## src/logic/conv_ctrl_pkg.sv

```systemverilog
// Shared widths and FSM encodings; the widths limit the configuration to kernels under 16 taps and 255 channels
`default_nettype none

package conv_ctrl_pkg;

    // ========================================
    // Configuration field widths
    // ========================================
    localparam int LAYER_ID_W = 4;
    localparam int KSIZE_W    = 4;
    localparam int STRIDE_W   = 2;
    localparam int PAD_W      = 3;
    localparam int COUNT_W    = 8;

    // Entries in the scheduler configuration ROM
    localparam int ROM_DEPTH  = 8;

    typedef logic [LAYER_ID_W-1:0] layer_id_t;
    typedef logic [KSIZE_W-1:0]    ksize_t;
    typedef logic [STRIDE_W-1:0]   stride_t;
    typedef logic [PAD_W-1:0]      pad_t;
    // Channels, filters and temporal length
    typedef logic [COUNT_W-1:0]    count_t;

    // ========================================
    // State machines
    // ========================================
    typedef enum logic [2:0] {
        SEQ_IDLE, SEQ_WAIT_DATA, SEQ_RUN, SEQ_NEXT, SEQ_FINISHED
    } seq_state_t;

    typedef enum logic [2:0] {
        SCH_IDLE, SCH_START, SCH_RUN, SCH_WAIT_READ, SCH_COMPLETE
    } sched_state_t;

    typedef enum logic [2:0] {
        ADR_IDLE, ADR_WEIGHT_REQ, ADR_TAP, ADR_WAIT_RESULT,
        ADR_WRITE, ADR_NEXT_FILTER, ADR_DONE
    } addr_state_t;

endpackage

`default_nettype wire

```

## src/logic/conv_cfg_if.sv

```systemverilog
// Layer configuration link; fields hold from start_whole until done_all and weight_ack answers weight_req once
`default_nettype none

interface conv_cfg_if;
    import conv_ctrl_pkg::*;

    // Layer launch and configuration
    logic    start_whole;
    stride_t stride;
    pad_t    padding;
    ksize_t  kernel_size;
    count_t  input_channels;
    count_t  filter_number;
    count_t  temporal_length;

    // Per-filter weight handshake and progress
    logic    weight_req;
    logic    weight_ack;
    logic    done_filter;
    logic    done_all;

    modport sched (
        output start_whole, stride, padding, kernel_size,
        output input_channels, filter_number, temporal_length, weight_ack,
        input  weight_req, done_all
    );

    modport ctrl (
        input  start_whole, stride, padding, kernel_size,
        input  input_channels, filter_number, temporal_length, weight_ack,
        output weight_req, done_filter, done_all
    );

endinterface

`default_nettype wire

```

## src/logic/layer_sequencer.sv

```systemverilog
// Runs layers 0 to NUM_LAYERS-1 once per reset; data strobes arriving before layer_complete count for the running layer
`default_nettype none

module layer_sequencer #(
    parameter int NUM_LAYERS = 4
) (
    input  logic                     clk,
    input  logic                     rst_n,
    input  logic                     global_start,
    input  logic                     weight_write_done,
    input  logic                     ifmap_write_done,
    input  logic                     layer_complete,
    output logic                     start,
    output conv_ctrl_pkg::layer_id_t layer_id,
    output logic                     global_done,
    output logic                     layer_transition,
    output logic                     clear_output_bram,
    output logic                     data_ready
);
    import conv_ctrl_pkg::*;

    seq_state_t state;
    logic       weight_seen;
    logic       ifmap_seen;
    logic       last_layer;

    assign data_ready = weight_seen & ifmap_seen;
    assign last_layer = (layer_id == layer_id_t'(NUM_LAYERS - 1));

    // Data arrival flags, also latched before global_start
    always_ff @(posedge clk or negedge rst_n) begin
        if (!rst_n) begin
            weight_seen <= 1'b0;
            ifmap_seen  <= 1'b0;
        end else if (layer_complete) begin
            // Fresh flags for the next layer
            weight_seen <= weight_write_done;
            ifmap_seen  <= ifmap_write_done;
        end else begin
            weight_seen <= weight_seen | weight_write_done;
            ifmap_seen  <= ifmap_seen | ifmap_write_done;
        end
    end

    // ========================================
    // Layer sequencing FSM
    // ========================================
    always_ff @(posedge clk or negedge rst_n) begin
        if (!rst_n) begin
            state             <= SEQ_IDLE;
            layer_id          <= '0;
            start             <= 1'b0;
            global_done       <= 1'b0;
            layer_transition  <= 1'b0;
            clear_output_bram <= 1'b0;
        end else begin
            // Pulses by default
            start             <= 1'b0;
            layer_transition  <= 1'b0;
            clear_output_bram <= 1'b0;
            case (state)
                SEQ_IDLE: begin
                    if (global_start) begin
                        state <= SEQ_WAIT_DATA;
                    end
                end
                SEQ_WAIT_DATA: begin
                    if (data_ready) begin
                        start <= 1'b1;
                        state <= SEQ_RUN;
                    end
                end
                SEQ_RUN: begin
                    if (layer_complete) begin
                        layer_transition  <= 1'b1;
                        clear_output_bram <= 1'b1;
                        state             <= SEQ_NEXT;
                    end
                end
                SEQ_NEXT: begin
                    if (last_layer) begin
                        global_done <= 1'b1;
                        state       <= SEQ_FINISHED;
                    end else begin
                        layer_id <= layer_id + 1'b1;
                        state    <= SEQ_WAIT_DATA;
                    end
                end
                // Held until reset
                SEQ_FINISHED: state <= SEQ_FINISHED;
                default:      state <= SEQ_IDLE;
            endcase
        end
    end

endmodule

`default_nettype wire

```

## src/logic/layer_scheduler.sv

```systemverilog
// Eight fixed layer configurations indexed by the low three bits of layer_id; read_done is expected after done_all
`default_nettype none

module layer_scheduler (
    input  logic                     clk,
    input  logic                     rst_n,
    input  logic                     start,
    input  conv_ctrl_pkg::layer_id_t layer_id,
    input  logic                     read_done,
    input  logic                     transmission_active,
    output logic                     layer_complete,
    conv_cfg_if.sched                cfg
);
    import conv_ctrl_pkg::*;

    // ========================================
    // Configuration ROM, one column per field
    // ========================================
    localparam stride_t ROM_STRIDE [ROM_DEPTH] = '{2'd1, 2'd2, 2'd1, 2'd3, 2'd1, 2'd2, 2'd1, 2'd3};
    localparam pad_t    ROM_PAD    [ROM_DEPTH] = '{3'd1, 3'd2, 3'd0, 3'd3, 3'd0, 3'd1, 3'd2, 3'd0};
    localparam ksize_t  ROM_KSIZE  [ROM_DEPTH] = '{4'd3, 4'd5, 4'd4, 4'd7, 4'd1, 4'd3, 4'd5, 4'd2};
    localparam count_t  ROM_CHAN   [ROM_DEPTH] = '{8'd2, 8'd3, 8'd1, 8'd2, 8'd4, 8'd2, 8'd1, 8'd3};
    localparam count_t  ROM_FILT   [ROM_DEPTH] = '{8'd2, 8'd2, 8'd3, 8'd1, 8'd2, 8'd4, 8'd2, 8'd2};
    localparam count_t  ROM_TLEN   [ROM_DEPTH] = '{8'd8, 8'd10, 8'd6, 8'd9, 8'd5, 8'd7, 8'd4, 8'd8};

    sched_state_t state;
    logic [2:0]   rom_idx;
    logic         done_all_q;
    logic         done_all_rise;

    assign rom_idx       = layer_id[2:0];
    assign done_all_rise = cfg.done_all & ~done_all_q;

    // Fields loaded on start, held for the whole layer
    always_ff @(posedge clk) begin
        if (state == SCH_IDLE && start) begin
            cfg.stride          <= ROM_STRIDE[rom_idx];
            cfg.padding         <= ROM_PAD[rom_idx];
            cfg.kernel_size     <= ROM_KSIZE[rom_idx];
            cfg.input_channels  <= ROM_CHAN[rom_idx];
            cfg.filter_number   <= ROM_FILT[rom_idx];
            cfg.temporal_length <= ROM_TLEN[rom_idx];
        end
    end

    // ========================================
    // Layer FSM and weight acknowledge
    // ========================================
    always_ff @(posedge clk or negedge rst_n) begin
        if (!rst_n) begin
            state           <= SCH_IDLE;
            cfg.start_whole <= 1'b0;
            cfg.weight_ack  <= 1'b0;
            layer_complete  <= 1'b0;
            done_all_q      <= 1'b0;
        end else begin
            cfg.start_whole <= 1'b0;
            layer_complete  <= 1'b0;
            done_all_q      <= cfg.done_all;
            // One ack per request, held off while output is being sent
            cfg.weight_ack  <= (state == SCH_RUN) && cfg.weight_req
                               && !transmission_active && !cfg.weight_ack;
            case (state)
                SCH_IDLE: begin
                    if (start) begin
                        cfg.start_whole <= 1'b1;
                        state           <= SCH_START;
                    end
                end
                // start_whole is high in this cycle
                SCH_START: state <= SCH_RUN;
                SCH_RUN: begin
                    if (done_all_rise) begin
                        state <= SCH_WAIT_READ;
                    end
                end
                SCH_WAIT_READ: begin
                    if (read_done) begin
                        layer_complete <= 1'b1;
                        state          <= SCH_COMPLETE;
                    end
                end
                SCH_COMPLETE: state <= SCH_IDLE;
                default:      state <= SCH_IDLE;
            endcase
        end
    end

endmodule

`default_nettype wire

```

## src/logic/conv_addr_ctrl.sv

```systemverilog
// Address walk for one layer; the configuration must give at least one output and all addresses must fit ADDR_W
`default_nettype none

module conv_addr_ctrl #(
    parameter int ADDR_W = 10
) (
    input  logic              clk,
    input  logic              rst_n,
    input  logic              out_new_val_sign,
    conv_cfg_if.ctrl          cfg,
    output logic [ADDR_W-1:0] in_addr,
    output logic [ADDR_W-1:0] w_addr,
    output logic [ADDR_W-1:0] out_addr,
    output logic              in_rd_en,
    output logic              w_rd_en,
    output logic              pad,
    output logic              out_wr_en
);
    import conv_ctrl_pkg::*;

    addr_state_t              state;
    count_t                   f_cnt;
    count_t                   o_cnt;
    count_t                   c_cnt;
    ksize_t                   k_cnt;
    count_t                   out_len;
    logic [8:0]               span;
    // Input index of tap 0, o*stride - padding
    logic signed [ADDR_W:0]   pos_base;
    logic signed [ADDR_W:0]   idx;
    logic [ADDR_W-1:0]        in_ch_base;
    logic [ADDR_W-1:0]        w_ch_base;
    logic [ADDR_W-1:0]        w_f_base;
    logic [ADDR_W-1:0]        out_base;
    logic                     in_range;
    logic                     tap;
    logic                     last_k;
    logic                     last_c;
    logic                     last_o;
    logic                     last_f;

    assign span   = 9'(cfg.temporal_length) + 9'({cfg.padding, 1'b0}) - 9'(cfg.kernel_size);
    assign last_k = (k_cnt == ksize_t'(cfg.kernel_size - 1'b1));
    assign last_c = (c_cnt == count_t'(cfg.input_channels - 1'b1));
    assign last_o = (o_cnt == count_t'(out_len - 1'b1));
    assign last_f = (f_cnt == count_t'(cfg.filter_number - 1'b1));

    // ========================================
    // Tap and write decode
    // ========================================
    assign idx      = pos_base + $signed((ADDR_W + 1)'(k_cnt));
    assign in_range = !idx[ADDR_W] && (idx < $signed((ADDR_W + 1)'(cfg.temporal_length)));
    assign tap      = (state == ADR_TAP);

    assign in_rd_en  = tap & in_range;
    assign pad       = tap & ~in_range;
    assign w_rd_en   = tap;
    assign in_addr   = in_ch_base + idx[ADDR_W-1:0];
    assign w_addr    = w_ch_base + ADDR_W'(k_cnt);
    assign out_addr  = out_base + ADDR_W'(o_cnt);
    // Write lands in the cycle the array flags a result
    assign out_wr_en = (state == ADR_WAIT_RESULT) & out_new_val_sign;

    assign cfg.weight_req  = (state == ADR_WEIGHT_REQ);
    assign cfg.done_filter = (state == ADR_NEXT_FILTER);
    assign cfg.done_all    = (state == ADR_DONE);

    // ========================================
    // Loop counters and running bases
    // ========================================
    always_ff @(posedge clk or negedge rst_n) begin
        if (!rst_n) begin
            state      <= ADR_IDLE;
            f_cnt      <= '0;
            o_cnt      <= '0;
            c_cnt      <= '0;
            k_cnt      <= '0;
            out_len    <= '0;
            pos_base   <= '0;
            in_ch_base <= '0;
            w_ch_base  <= '0;
            w_f_base   <= '0;
            out_base   <= '0;
        end else begin
            case (state)
                ADR_IDLE, ADR_DONE: begin
                    if (cfg.start_whole) begin
                        f_cnt      <= '0;
                        o_cnt      <= '0;
                        c_cnt      <= '0;
                        k_cnt      <= '0;
                        pos_base   <= -$signed((ADDR_W + 1)'(cfg.padding));
                        in_ch_base <= '0;
                        w_ch_base  <= '0;
                        w_f_base   <= '0;
                        out_base   <= '0;
                        // Stride is 1 to 3, so the divide is a small case
                        case (cfg.stride)
                            2'd2:    out_len <= count_t'(span >> 1) + 8'd1;
                            2'd3:    out_len <= count_t'(span / 9'd3) + 8'd1;
                            default: out_len <= count_t'(span) + 8'd1;
                        endcase
                        state <= ADR_WEIGHT_REQ;
                    end
                end
                ADR_WEIGHT_REQ: begin
                    if (cfg.weight_ack) begin
                        state <= ADR_TAP;
                    end
                end
                ADR_TAP: begin
                    if (!last_k) begin
                        k_cnt <= k_cnt + 1'b1;
                    end else begin
                        k_cnt <= '0;
                        if (last_c) begin
                            state <= ADR_WAIT_RESULT;
                        end else begin
                            c_cnt      <= c_cnt + 1'b1;
                            in_ch_base <= in_ch_base + ADDR_W'(cfg.temporal_length);
                            w_ch_base  <= w_ch_base + ADDR_W'(cfg.kernel_size);
                        end
                    end
                end
                ADR_WAIT_RESULT: begin
                    if (out_new_val_sign) begin
                        state <= ADR_WRITE;
                    end
                end
                ADR_WRITE: begin
                    c_cnt      <= '0;
                    in_ch_base <= '0;
                    if (last_o) begin
                        // Next filter's weights follow the last channel
                        w_ch_base <= w_ch_base + ADDR_W'(cfg.kernel_size);
                        w_f_base  <= w_ch_base + ADDR_W'(cfg.kernel_size);
                        state     <= ADR_NEXT_FILTER;
                    end else begin
                        w_ch_base <= w_f_base;
                        o_cnt     <= o_cnt + 1'b1;
                        pos_base  <= pos_base + $signed((ADDR_W + 1)'(cfg.stride));
                        state     <= ADR_TAP;
                    end
                end
                ADR_NEXT_FILTER: begin
                    o_cnt    <= '0;
                    pos_base <= -$signed((ADDR_W + 1)'(cfg.padding));
                    out_base <= out_base + ADDR_W'(out_len);
                    if (last_f) begin
                        state <= ADR_DONE;
                    end else begin
                        f_cnt <= f_cnt + 1'b1;
                        state <= ADR_WEIGHT_REQ;
                    end
                end
                default: state <= ADR_IDLE;
            endcase
        end
    end

endmodule

`default_nettype wire

```

## src/logic/conv_ctrl_top.sv

```systemverilog
// Control top without datapath; NUM_LAYERS must be 1 to 8 and addresses wrap beyond ADDR_W bits
`default_nettype none

module conv_ctrl_top #(
    parameter int ADDR_W     = 10,
    parameter int NUM_LAYERS = 4
) (
    input  logic                     clk,
    input  logic                     rst_n,
    input  logic                     global_start,
    input  logic                     weight_write_done,
    input  logic                     ifmap_write_done,
    input  logic                     read_done,
    input  logic                     transmission_active,
    input  logic                     out_new_val_sign,
    output logic [ADDR_W-1:0]        in_addr,
    output logic [ADDR_W-1:0]        w_addr,
    output logic [ADDR_W-1:0]        out_addr,
    output logic                     in_rd_en,
    output logic                     w_rd_en,
    output logic                     pad,
    output logic                     out_wr_en,
    output conv_ctrl_pkg::layer_id_t current_layer_id,
    output logic                     global_done,
    output logic                     layer_transition,
    output logic                     clear_output_bram,
    output logic                     data_ready,
    output logic                     done_filter
);

    // Sequencer to scheduler
    logic seq_start;
    logic layer_complete;

    conv_cfg_if cfg_bus ();

    assign done_filter = cfg_bus.done_filter;

    // ========================================
    // Layer order and data tracking
    // ========================================
    layer_sequencer #(
        .NUM_LAYERS (NUM_LAYERS)
    ) u_sequencer (
        .clk               (clk),
        .rst_n             (rst_n),
        .global_start      (global_start),
        .weight_write_done (weight_write_done),
        .ifmap_write_done  (ifmap_write_done),
        .layer_complete    (layer_complete),
        .start             (seq_start),
        .layer_id          (current_layer_id),
        .global_done       (global_done),
        .layer_transition  (layer_transition),
        .clear_output_bram (clear_output_bram),
        .data_ready        (data_ready)
    );

    // Configuration and read-back wait
    layer_scheduler u_scheduler (
        .clk                 (clk),
        .rst_n               (rst_n),
        .start               (seq_start),
        .layer_id            (current_layer_id),
        .read_done           (read_done),
        .transmission_active (transmission_active),
        .layer_complete      (layer_complete),
        .cfg                 (cfg_bus.sched)
    );

    // Buffer address generation
    conv_addr_ctrl #(
        .ADDR_W (ADDR_W)
    ) u_addr_ctrl (
        .clk              (clk),
        .rst_n            (rst_n),
        .out_new_val_sign (out_new_val_sign),
        .cfg              (cfg_bus.ctrl),
        .in_addr          (in_addr),
        .w_addr           (w_addr),
        .out_addr         (out_addr),
        .in_rd_en         (in_rd_en),
        .w_rd_en          (w_rd_en),
        .pad              (pad),
        .out_wr_en        (out_wr_en)
    );

endmodule

`default_nettype wire

```

## config.mk

```make
export PLATFORM = sky130hd
export DESIGN_NAME = conv_ctrl_top
export DESIGN_NICKNAME = d
export VERILOG_FILES = /design/src/logic/conv_ctrl_pkg.sv /design/src/logic/conv_cfg_if.sv /design/src/logic/layer_sequencer.sv /design/src/logic/layer_scheduler.sv /design/src/logic/conv_addr_ctrl.sv /design/src/logic/conv_ctrl_top.sv
export SDC_FILE = /design/constraint.sdc
export NUM_CORES = 1
export LEC_CHECK = 0
export BUFFER_PORTS_ARGS = -buffer_cell sky130_fd_sc_hd__buf_2
export CORE_ASPECT_RATIO = 2
export CORE_MARGIN = 1
export CORE_UTILIZATION = 25
export DETAILED_ROUTE_END_ITERATION = 6
export GPL_ROUTABILITY_DRIVEN = 0
export HOLD_SLACK_MARGIN = 0.12
export PLACE_DENSITY_LB_ADDON = 0.12
export SLEW_MARGIN = 10
export SYNTH_ARGS = -nofsm -noshare
export SYNTH_HDL_FRONTEND = slang
export SYNTH_HIERARCHICAL = 1
export SYNTH_SLANG_ARGS = --single-unit
```

## constraint.sdc

```tcl
create_clock -name clk -period 6.9 [get_ports clk]
set_input_delay 0.69 -clock clk [delete_from_list [all_inputs] [get_ports clk]]
set_output_delay 0.69 -clock clk [all_outputs]
set_load 0.005 [all_outputs]
```

# Word level (Yosys, flattened, before mapping)
# Memory sizes are Yosys's and may differ from the RTL's. A register that Yosys moved wholly into a read port is not among the register bits.
# Cells that the tools add are included.
# totals
ff_bits	109
mem_bits_ro	264
in_bits	8
out_inout_bits	43
word_cells	180
mem_count	6
# memory_table
memory	words	width	rd	rd_ports_with_merged_regs	wr	line	text
(no name shown)	8	8	1	1	0	layer_scheduler.sv:40	cfg.input_channels <= ROM_CHAN[rom_idx];
(no name shown)	8	8	1	1	0	layer_scheduler.sv:41	cfg.filter_number <= ROM_FILT[rom_idx];
(no name shown)	8	8	1	1	0	layer_scheduler.sv:42	cfg.temporal_length <= ROM_TLEN[rom_idx];
(no name shown)	8	4	1	1	0	layer_scheduler.sv:39	cfg.kernel_size <= ROM_KSIZE[rom_idx];
(no name shown)	8	3	1	1	0	layer_scheduler.sv:38	cfg.padding <= ROM_PAD[rom_idx];
(no name shown)	8	2	1	1	0	layer_scheduler.sv:37	cfg.stride <= ROM_STRIDE[rom_idx];
# op_classes
addsub	23
div_mod_pow	1
n_lt_le_gt_ge	1
eq_ne	34
muxes	52
bitwise	11
n_reduce_logical	29
# ops
cell	n
two-way mux 10 bit	6
case mux 10 bit (3 select lines)	2
adder 8 x 1 -> 8 bit (second input constant)	6
case mux 8 bit (3 select lines)	2
two-way mux 3 bit	14
two-way mux 8 bit	5
case mux 10 bit (2 select lines)	2
case mux 11 bit (3 select lines)	1
case mux 8 bit (2 select lines)	2
adder 10 x 8 -> 10 bit	3
== test 8 bit	3
subtractor 8 x 1 -> 8 bit (second input constant)	3
two-way mux 11 bit	2
!= test 2 bit (second input constant)	11
adder 10 x 4 -> 10 bit	2
== test 3 x 2 -> 1 bit (second input constant)	6
case mux 3 bit (6 select lines)	1
case mux 3 bit (5 select lines)	1
== test 3 bit (second input constant)	4
case mux 3 bit (4 select lines)	1
AND reduction 2 bit	6
AND reduction 3 bit	4
adder 11 x 3 -> 11 bit	1
adder 11 x 5 -> 11 bit	1
28 further kinds	62

# Logic depth before layout (Yosys ltp)
# Gate-level depths: netlist (run 1).
# depth
ltp_word	5
mapped_depth	32
ltp_nobuf	28

# Modules after synthesis
# The synthesis (run 1) kept the hierarchy.
# by_module_without_submodules
mod	n_inst	cells_each	area_per_inst_um2	seq_area_each_um2
conv_addr_ctrl	1	1088	8963.6	2252.2
layer_scheduler	1	88	1127.3	685.7
layer_sequencer	1	40	514.2	300.3

# Least setup slack after synthesis (run 1)
# OpenSTA, ideal clock, no wires.
# synth_timing
kind	reg2reg
from	register u_scheduler.cfg.kernel_size[1]
to	register u_addr_ctrl.out_len[4]
setup_ns	0.136
t_arrival_ns	6.338
required_time_ns	6.764
path_slack_ns	0.425
path_stages_with_launch	27
n_path_buf	1
synth_period_minus_slack_ns	6.475
path_cell_list	edfxtp_1 > inv_1 > fa_1 > ha_1 > fa_1 > buf_4 > a21o_1 > a311o_2 > nand3_2 > ha_1 > nand2b_1 > and2_2 > a32oi_2 > nor2_1 > a221o_1 > nand2_1 > nand2_1 > o21ai_0 > ha_1 > a311o_1 > or4b_1 > a32oi_2 > a21oi_1 > ha_1 > nand2_1 > xor2_1 > o21ai_0
# synth_via
elab_chain_len	4
word_cells_on_any_way	6
classes_between	4 x add/sub; 1 x div; 1 x mux
# synth_lines
element	line	text
start, declared	conv_cfg_if.sv:23	output start_whole, stride, padding, kernel_size,
subtractor 9 x 4 -> 9 bit (*)	conv_addr_ctrl.sv:42	assign span = 9'(cfg.temporal_length) + 9'({cfg.padding, 1'b0}) - 9'(cfg.kernel_size);
divider 9 x 2 -> 9 bit	conv_addr_ctrl.sv:100	2'd3: out_len <= count_t'(span / 9'd3) + 8'd1;
adder 8 x 1 -> 8 bit	conv_addr_ctrl.sv:100	
case mux 8 bit (2 select lines) (*)	conv_addr_ctrl.sv:98	case (cfg.stride)
end signal, assigned	conv_addr_ctrl.sv:99	2'd2: out_len <= count_t'(span >> 1) + 8'd1;
end signal, assigned	conv_addr_ctrl.sv:100	
end signal, assigned	conv_addr_ctrl.sv:101	default: out_len <= count_t'(span) + 8'd1;
end, declared	conv_addr_ctrl.sv:26	count_t out_len;
# Mark *: on every way between the ends. The rest lies on a longest branch, timed or not.
# A chain may end at the register's enable or synchronous reset.

# Worst setup path in the final report (run 1)
# Ends and elaborated chain as after synthesis.

==> summary.txt, run 1 <==
Worst setup path
  – Crit path DAT: 6.77 ns
  – CP bufs+invs: 2
  – Most used cell, CP: ha_1
  – Reg2reg setup slack: 0.41 ns
  – Delay-heaviest family, CP: compound AO/OA/AOI/OAI gates
  – Critical Setup Path Class: reg -> reg
  – CP max FO: 7
  – CP peak stage delay: 0.49 ns
  – Worst R2R End: u_addr_ctrl/out_len[4]
  – Required @ worst endpoint: 7.18 ns
  – Slowest CP cell: or4b_1
  – Critical path endpoint category: flop
  – Beginning of the worst register-to-register path: u_scheduler/cfg.kernel_size[1]
  – CP Launch Type: flop
  – Reg2Reg Depth: 26

Clock tree
  – CTS buffer count: 17
  – Clock sinks: 126
  – CTS tree: built
  – H-tree level count: 4
  – CTS clk-pin slew, worst paths: 0.07 ns
  – Clock Tree Buf Depth: 2
  – Root cell of the clock tree: clkbuf_16
  – Clock latency on the worst-skew pair: 0.45 ns

Place
  – Place WS: 0.0938 ns
  – HPWL after DPL: 26.6 mm
  – Count of port buffers added during placement: 50
  – Post-DP Area: 11400 µm²

Floorplanning
  – Full die area: 43300 µm²
  – Starting density of the core: 25.4%
  – Die width: 148 µm
  – Cell row count: 106
  – Die Ht: 293 µm
  – Core area: 41800 µm²
  – I/O pin total: 51

Synthesis
  – Sequential share of the synthesized area: 30.5%
  – FFs w/ async S/R, synth: 86.5%
  – Post-synth EDFFs: 17
  – Post-Syn Instances: 1216
  – Flops & latches, synth: 126
  – Synthesized area per cell: 8.72 µm²
  – Synth unique cells: 101
  – Synthesis Warnings: 6
  – Main synth FF type: dfrtp_1
  – Synthesized cell area: 10600 µm²

Detailed routing
  – DRT antenna net count: 0
  – Drt total wl: 33.7 mm
  – Post-DR vias/cell: 4.92
  – First-pass DRT Iterations: 5
  – DRC viols: 0
  – DRT iter0 DRCs: 312
  – Routed WL per cell: 18.6 µm
  – Via Count: 8919

Cells and area
  – Final nets: 1361
  – Fraction of layout cells with a size suffix above 1: 12.1%
  – Synth-to-Final Area Change: 12.8%
  – Diodes inserted: 0
  – Most frequent cells in the layout: dfrtp_1, nand2_1, o21ai_0, nor2_1, a21oi_1
  – Fill cells: 4471
  – Post-route cell area: 12000 µm²
  – Most common library cell in the layout ignoring fill and taps: dfrtp_1

Global route
  – First-pass GRT wire length: 52.8 mm
  – Initial antenna violation count: 0
  – All-Layer GR Usage: 16.2%
  – Total congestion overflow: 0
  – Largest net degree at the start of global routing: 58
  – Number of global-route vias before repair: 9245

Power
  – P_leak: 5.30 nW
  – Switch share: 49.8%
  – Sequential share of power: 22.3%
  – Combinational share of power: 63.4%
  – Cell Pwr Density: 499 nW/µm²
  – Psw: 0.00297 W
  – VDD IR max: 0.235 mV
  – Internal power: 0.00300 W
  – Clock share of power: 14.3%
  – Tot Pwr: 0.00597 W

Timing
  – Setup WS post-layout: 0.408 ns
  – Crit path time final: 6.49 ns
  – Least-Margin Pin Slew: 1.13 ns
  – Final TNS setup: 0 ns
  – Worst Skew: 0.0153 ns
  – Unrepaired setup endpoints after global routing: no
  – Final period util: 94.1%
  – Highest clock rate: 0.154 GHz
  – Final hold vios: 0
  – Endpoints failing setup: 0
  – Final hold slack: 0.291 ns
  – Worst slew margin: 23.9%
  – Final Max Slew Viols: 0

Min path
  – Min-Delay Path Class: in -> async

Status
  – Status: completed

Flow run
  – Max_cap viols: 0
## power groups by stage
stage	clock network (W)	registers (W)	logic (W)
6_report	0.000851	0.00133	0.00378
4_1_cts	0.000880	0.00135	0.00377
3_3_place_gp	0	0.00136	0.00377
2_1_floorplan	0	0.00119	0.00262
3_5_place_dp	0	0.00136	0.00375
5_1_grt	0.000906	0.00138	0.00419
## layout make-up
cell class                 instances  area (µm²)  area share (%)
clock inverter                    12        90.1           0.753
clock buffer                      19         453            3.79
sequential                       126        3240            27.1
multi-input combinational        967        6800            56.8
tap                              540         676            5.65
timing repair buffer              74         433            3.62
inverter                          73         274            2.29
## what timing repair did
item | in CTS | in global routing
setup endpoints to repair | 0 | 4
hold buffers | 0 | 0
gates resized for setup | 0 | 7
buffers inserted | 0 | 3
## cells by family after synthesis
| group | after synthesis | synth area share [%] |
|---|---|---|
| simple gates | 379 | 18.2 |
| mux | 14 | 1.53 |
| buf+inv | 138 | 6.24 |
| other cells | 1 | 0.0354 |
| flops | 126 | 30.5 |
| xor+xnor | 124 | 10.2 |
| compound gates | 340 | 21.3 |
| fa+ha+maj | 94 | 11.9 |
## metrics by stage
step / instances / utilization (%)
finish: 1811 / 28.6
floorplan: 1231 / -
detailed placement: 1777 / 27.2
CTS: 1808 / 28.5
global route: 1811 / 28.6
global placement: 1777 / 27.2
## cells in the mapped netlist (8+ instances only)
cell	n	share of area (%)
dfrtp_1	109	26
nand2_1	106	3.8
o21ai_0	99	4.7
nor2_1	86	3.0
a21oi_1	83	3.9
ha_1	82	9.7
xnor2_1	78	6.4
inv_1	72	2.5
xor2_1	46	3.8
nand3_1	37	1.7
clkbuf_1	30	1.1
a21o_1	25	1.8
nor3_1	24	1.1
buf_4	21	1.5
nand2b_1	20	1.2
nor2b_1	20	1.2
edfxtp_1	17	4.8
a31oi_1	14	0.83
and3_1	13	0.77
nand4_1	13	0.77
fa_1	12	2.3
o21bai_1	12	0.85
and2_1	11	0.65
mux2i_1	8	0.76
## worst max-delay path by stage
stage                                   start  cells past startpoint                endpoint
3_3_place_gp   u_scheduler/cfg.kernel_size[1]                     26  u_addr_ctrl/out_len[4]
2_1_floorplan  u_scheduler/cfg.kernel_size[1]                     26  u_addr_ctrl/out_len[4]
4_1_cts        u_scheduler/cfg.kernel_size[1]                     26  u_addr_ctrl/out_len[4]
5_1_grt        u_scheduler/cfg.kernel_size[1]                     26  u_addr_ctrl/out_len[4]
3_5_place_dp   u_scheduler/cfg.kernel_size[1]                     26  u_addr_ctrl/out_len[4]
6_report       u_scheduler/cfg.kernel_size[1]                     26  u_addr_ctrl/out_len[4]
## routing by layer
layer / global-route usage, % / vias up / share of wire [%]
met5: 0 / - / 0
met4: 8.15 / 0 / 4.0
met3: 1.79 / 60 / 1.7
met2: 33.4 / 131 / 59
met1: 15.1 / 4340 / 35
li1: - / 4388 / -
## worst reg2reg max path: cells and delay by family, from the launching register on
family | cells | cell delay (ns)
xor gates and xnor gates | 1 | 0.13
adders and majority gates | 6 | 1.82
and+or+nand+nor | 8 | 1.38
AOI/OAI and AO/OA | 9 | 2.33
buffers and inverters | 2 | 0.31
DFF | 1 | 0.38
## sequential cells by signal, indices dropped and copies added, names as in the netlist, 8 cells and up
register                count
u_addr_ctrl/c_cnt           8
u_addr_ctrl/f_cnt           8
u_addr_ctrl/out_base       10
u_addr_ctrl/in_ch_base     10
u_addr_ctrl/w_ch_base      10
u_addr_ctrl/out_len         8
u_addr_ctrl/w_f_base       10
u_addr_ctrl/o_cnt           8
u_addr_ctrl/pos_base       11
No activity file was read; power rests on OpenSTA's default activity.
==> run 2, diff against run 1 <==
Settings changed: ABC_CLOCK_PERIOD_IN_PS set to 6900, CORE_UTILIZATION 25 to 35, REMOVE_ABC_BUFFERS set to 1.
==> run 2 against run 1 <==
Effect of this change:
- power fell by 1.2%
- highest routed layer unchanged
- critical path type unchanged
- final cell count fell by 9.9%
- first-iteration DRC count rose by 53%
- routed wire length fell by 12%
- sequential share of layout area rose by 0.40 points
- die area fell by 28%
- core utilization rose by 11 points
- global-route usage rose by 3.7 points
- maximum frequency fell by 1.1%
==> summary.txt, run 2 (synthesized netlist as in run 1, its figures left out) <==
Detailed routing
  – Post-DR vias/cell: 5.41 (+9.9%)
  – First-pass DRT Iterations: 7 (+2)
  – Drt total wl: 29.6 mm (-12%)
  – Routed WL per cell: 18.1 µm (-2.5%)
  – Via Count: 8834 (-0.95%)
  – DRT iter0 DRCs: 476 (+53%)
  – DRT antenna net count: 0 (unchanged)
  – DRC viols: 0 (unchanged)

Clock tree
  – Clock latency on the worst-skew pair: 0.44 ns (about the same)
  – Clock Tree Buf Depth: 2 (unchanged)
  – Clock sinks: 126 (unchanged)
  – CTS Hold Buffers Added: 0 (unchanged)
  – CTS buffer count: 17 (unchanged)
  – Root cell of the clock tree: clkbuf_16
  – CTS tree: built
  – H-tree level count: 4 (unchanged)
  – CTS clk-pin slew, worst paths: 0.07 ns (about the same)

Global route
  – All-Layer GR Usage: 19.9% (+3.7 points)
  – Largest net degree at the start of global routing: 64 (+10%)
  – Initial antenna violation count: 0 (unchanged)
  – First-pass GRT wire length: 47.8 mm (-9.4%)
  – Total congestion overflow: 0 (unchanged)
  – Number of global-route vias before repair: 9159 (-0.93%)

Cells and area
  – Fill cells: 3049 (-32%)
  – Fraction of layout cells with a size suffix above 1: 12.2% (+0.11 points)
  – Largest register by flop count: u_addr_ctrl/pos_base
  – Most common library cell in the layout ignoring fill and taps: dfrtp_1
  – Util after Layout: 39.8% (+11 points)
  – Final nets: 1358 (-0.22%)
  – Multi-input gate area: 6820 µm² (+0.31%)
  – Max reg flops: 11 (unchanged)
  – Finished Layout Cells: 1632 (-9.9%)
  – Synth-to-Final Area Change: 11.2%
  – Register Area: 3240 µm² (unchanged)
  – Diodes inserted: 0 (unchanged)
  – Most frequent cells in the layout: dfrtp_1, nand2_1, o21ai_0, nor2_1, a21oi_1

Status
  – Status: completed

Worst setup path
  – Slowest CP cell: or4b_1
  – CP Launch Type: flop
  – Required @ worst endpoint: 7.19 ns (about the same)
  – CP peak stage delay: 0.52 ns (+0.03 ns)
  – Delay-heaviest family, CP: compound AO/OA/AOI/OAI gates
  – Critical Setup Path Class: reg -> reg
  – CP max FO: 7 (unchanged)
  – Crit path DAT: 6.85 ns (+0.08 ns)
  – CP bufs+invs: 2 (unchanged)
  – Critical path endpoint category: flop

Timing
  – Final TNS setup: 0 ns (unchanged)
  – Crit path time final: 6.56 ns (+0.0719 ns)
  – Worst slew margin: 39.1% (+15 points)
  – Final Max Slew Viols: 0 (unchanged)
  – Final hold slack: 0.292 ns (+0.000406 ns)
  – Endpoints failing setup: 0 (unchanged)
  – Highest clock rate: 0.152 GHz (-1.1%)
  – Setup WS post-layout: 0.336 ns (-0.0719 ns)
  – Final hold vios: 0 (unchanged)
  – Least-Margin Pin Slew: 0.906 ns (-0.227 ns)
  – Final period util: 95.1% (+1.0 points)
  – Worst Skew: 0.0119 ns (-0.00336 ns)

Power
  – P_leak: 5.32 nW (+0.28%)
  – Cell Pwr Density: 500 nW/µm² (+0.22%)
  – VDD IR max: 0.235 mV (+0.14%)

Place
  – Place WS: 0.0854 ns (-0.00846 ns)
  – Placed insts: 1598 (-10%)
  – Count of port buffers added during placement: 50 (unchanged)
  – HPWL after DPL: 23.0 mm (-14%)

Flow run
  – Max_cap viols: 0 (unchanged)

Floorplanning
  – Cell row count: 89 (-16%)
  – Starting density of the core: 35.8% (+10 points)
  – Die width: 125 µm (-15%)
  – Die Ht: 248 µm (-15%)
  – I/O pin total: 51 (unchanged)
  – Core area: 29600 µm² (-29%)
  – Full die area: 31000 µm² (-28%)

Min path
  – Min-Delay Path Class: in -> async
-- run 2: layout make-up --
class	count	share of cell area, %
Timing Repair Buffer	71	3.48
Sequential cell	126	27.5
Multi-Input combinational cell	967	57.8
Tap cell	364	3.86
Clock inverter	10	0.849
Clock buffer	21	4.17
Inverter	73	2.32
-- run 2: repair_timing --
| action | CTS | global route |
|---|---|---|
| endpoints found under the setup margin | 0 | 8 |
| gates resized for setup | 0 | 14 |
| buffers inserted | 0 | 3 |
-- run 2: power breakdown --
group,total (W),switching (W),internal (W)
clock,0.000923,0.000376,0.000548
sequential,0.00131,0.000320,0.000993
combinational,0.00366,0.00214,0.00153
total,0.00590,0.00283,0.00307
-- run 2: per-stage QoR --
stage	area (µm²)	power [W]
2_1_floorplan	10300	0.00374
3_3_place_gp	11100	0.00488
3_5_place_dp	11100	0.00489
4_1_cts	11700	0.00585
5_1_grt	11800	0.00643
6_report	11800	0.00590
-- run 2: per-layer routing --
layer	vias up	global-route usage (%)	part of all wire (%)
li1	4384	-	-
met1	4234	20.6	39
met2	150	38.2	54
met3	66	2.73	2.5
met4	0	11.2	4.4
met5	-	0	0
-- run 2: worst paths after layout --
check                                                from                    endpoint  slack (ns)  depth (start not counted)
max                        u_scheduler/cfg.kernel_size[1]      u_addr_ctrl/out_len[4]        0.34                         25
min                                                 rst_n   u_addr_ctrl/in_ch_base[7]        0.29                          1
max reg2reg                u_scheduler/cfg.kernel_size[1]      u_addr_ctrl/out_len[4]        0.34                         25
min reg2reg                       u_sequencer/global_done     u_sequencer/global_done        0.47                          1
max in group asynchronous                           rst_n  u_scheduler/layer_complete        5.25                          2
min in group clk                        weight_write_done     u_sequencer/weight_seen        0.43                          2
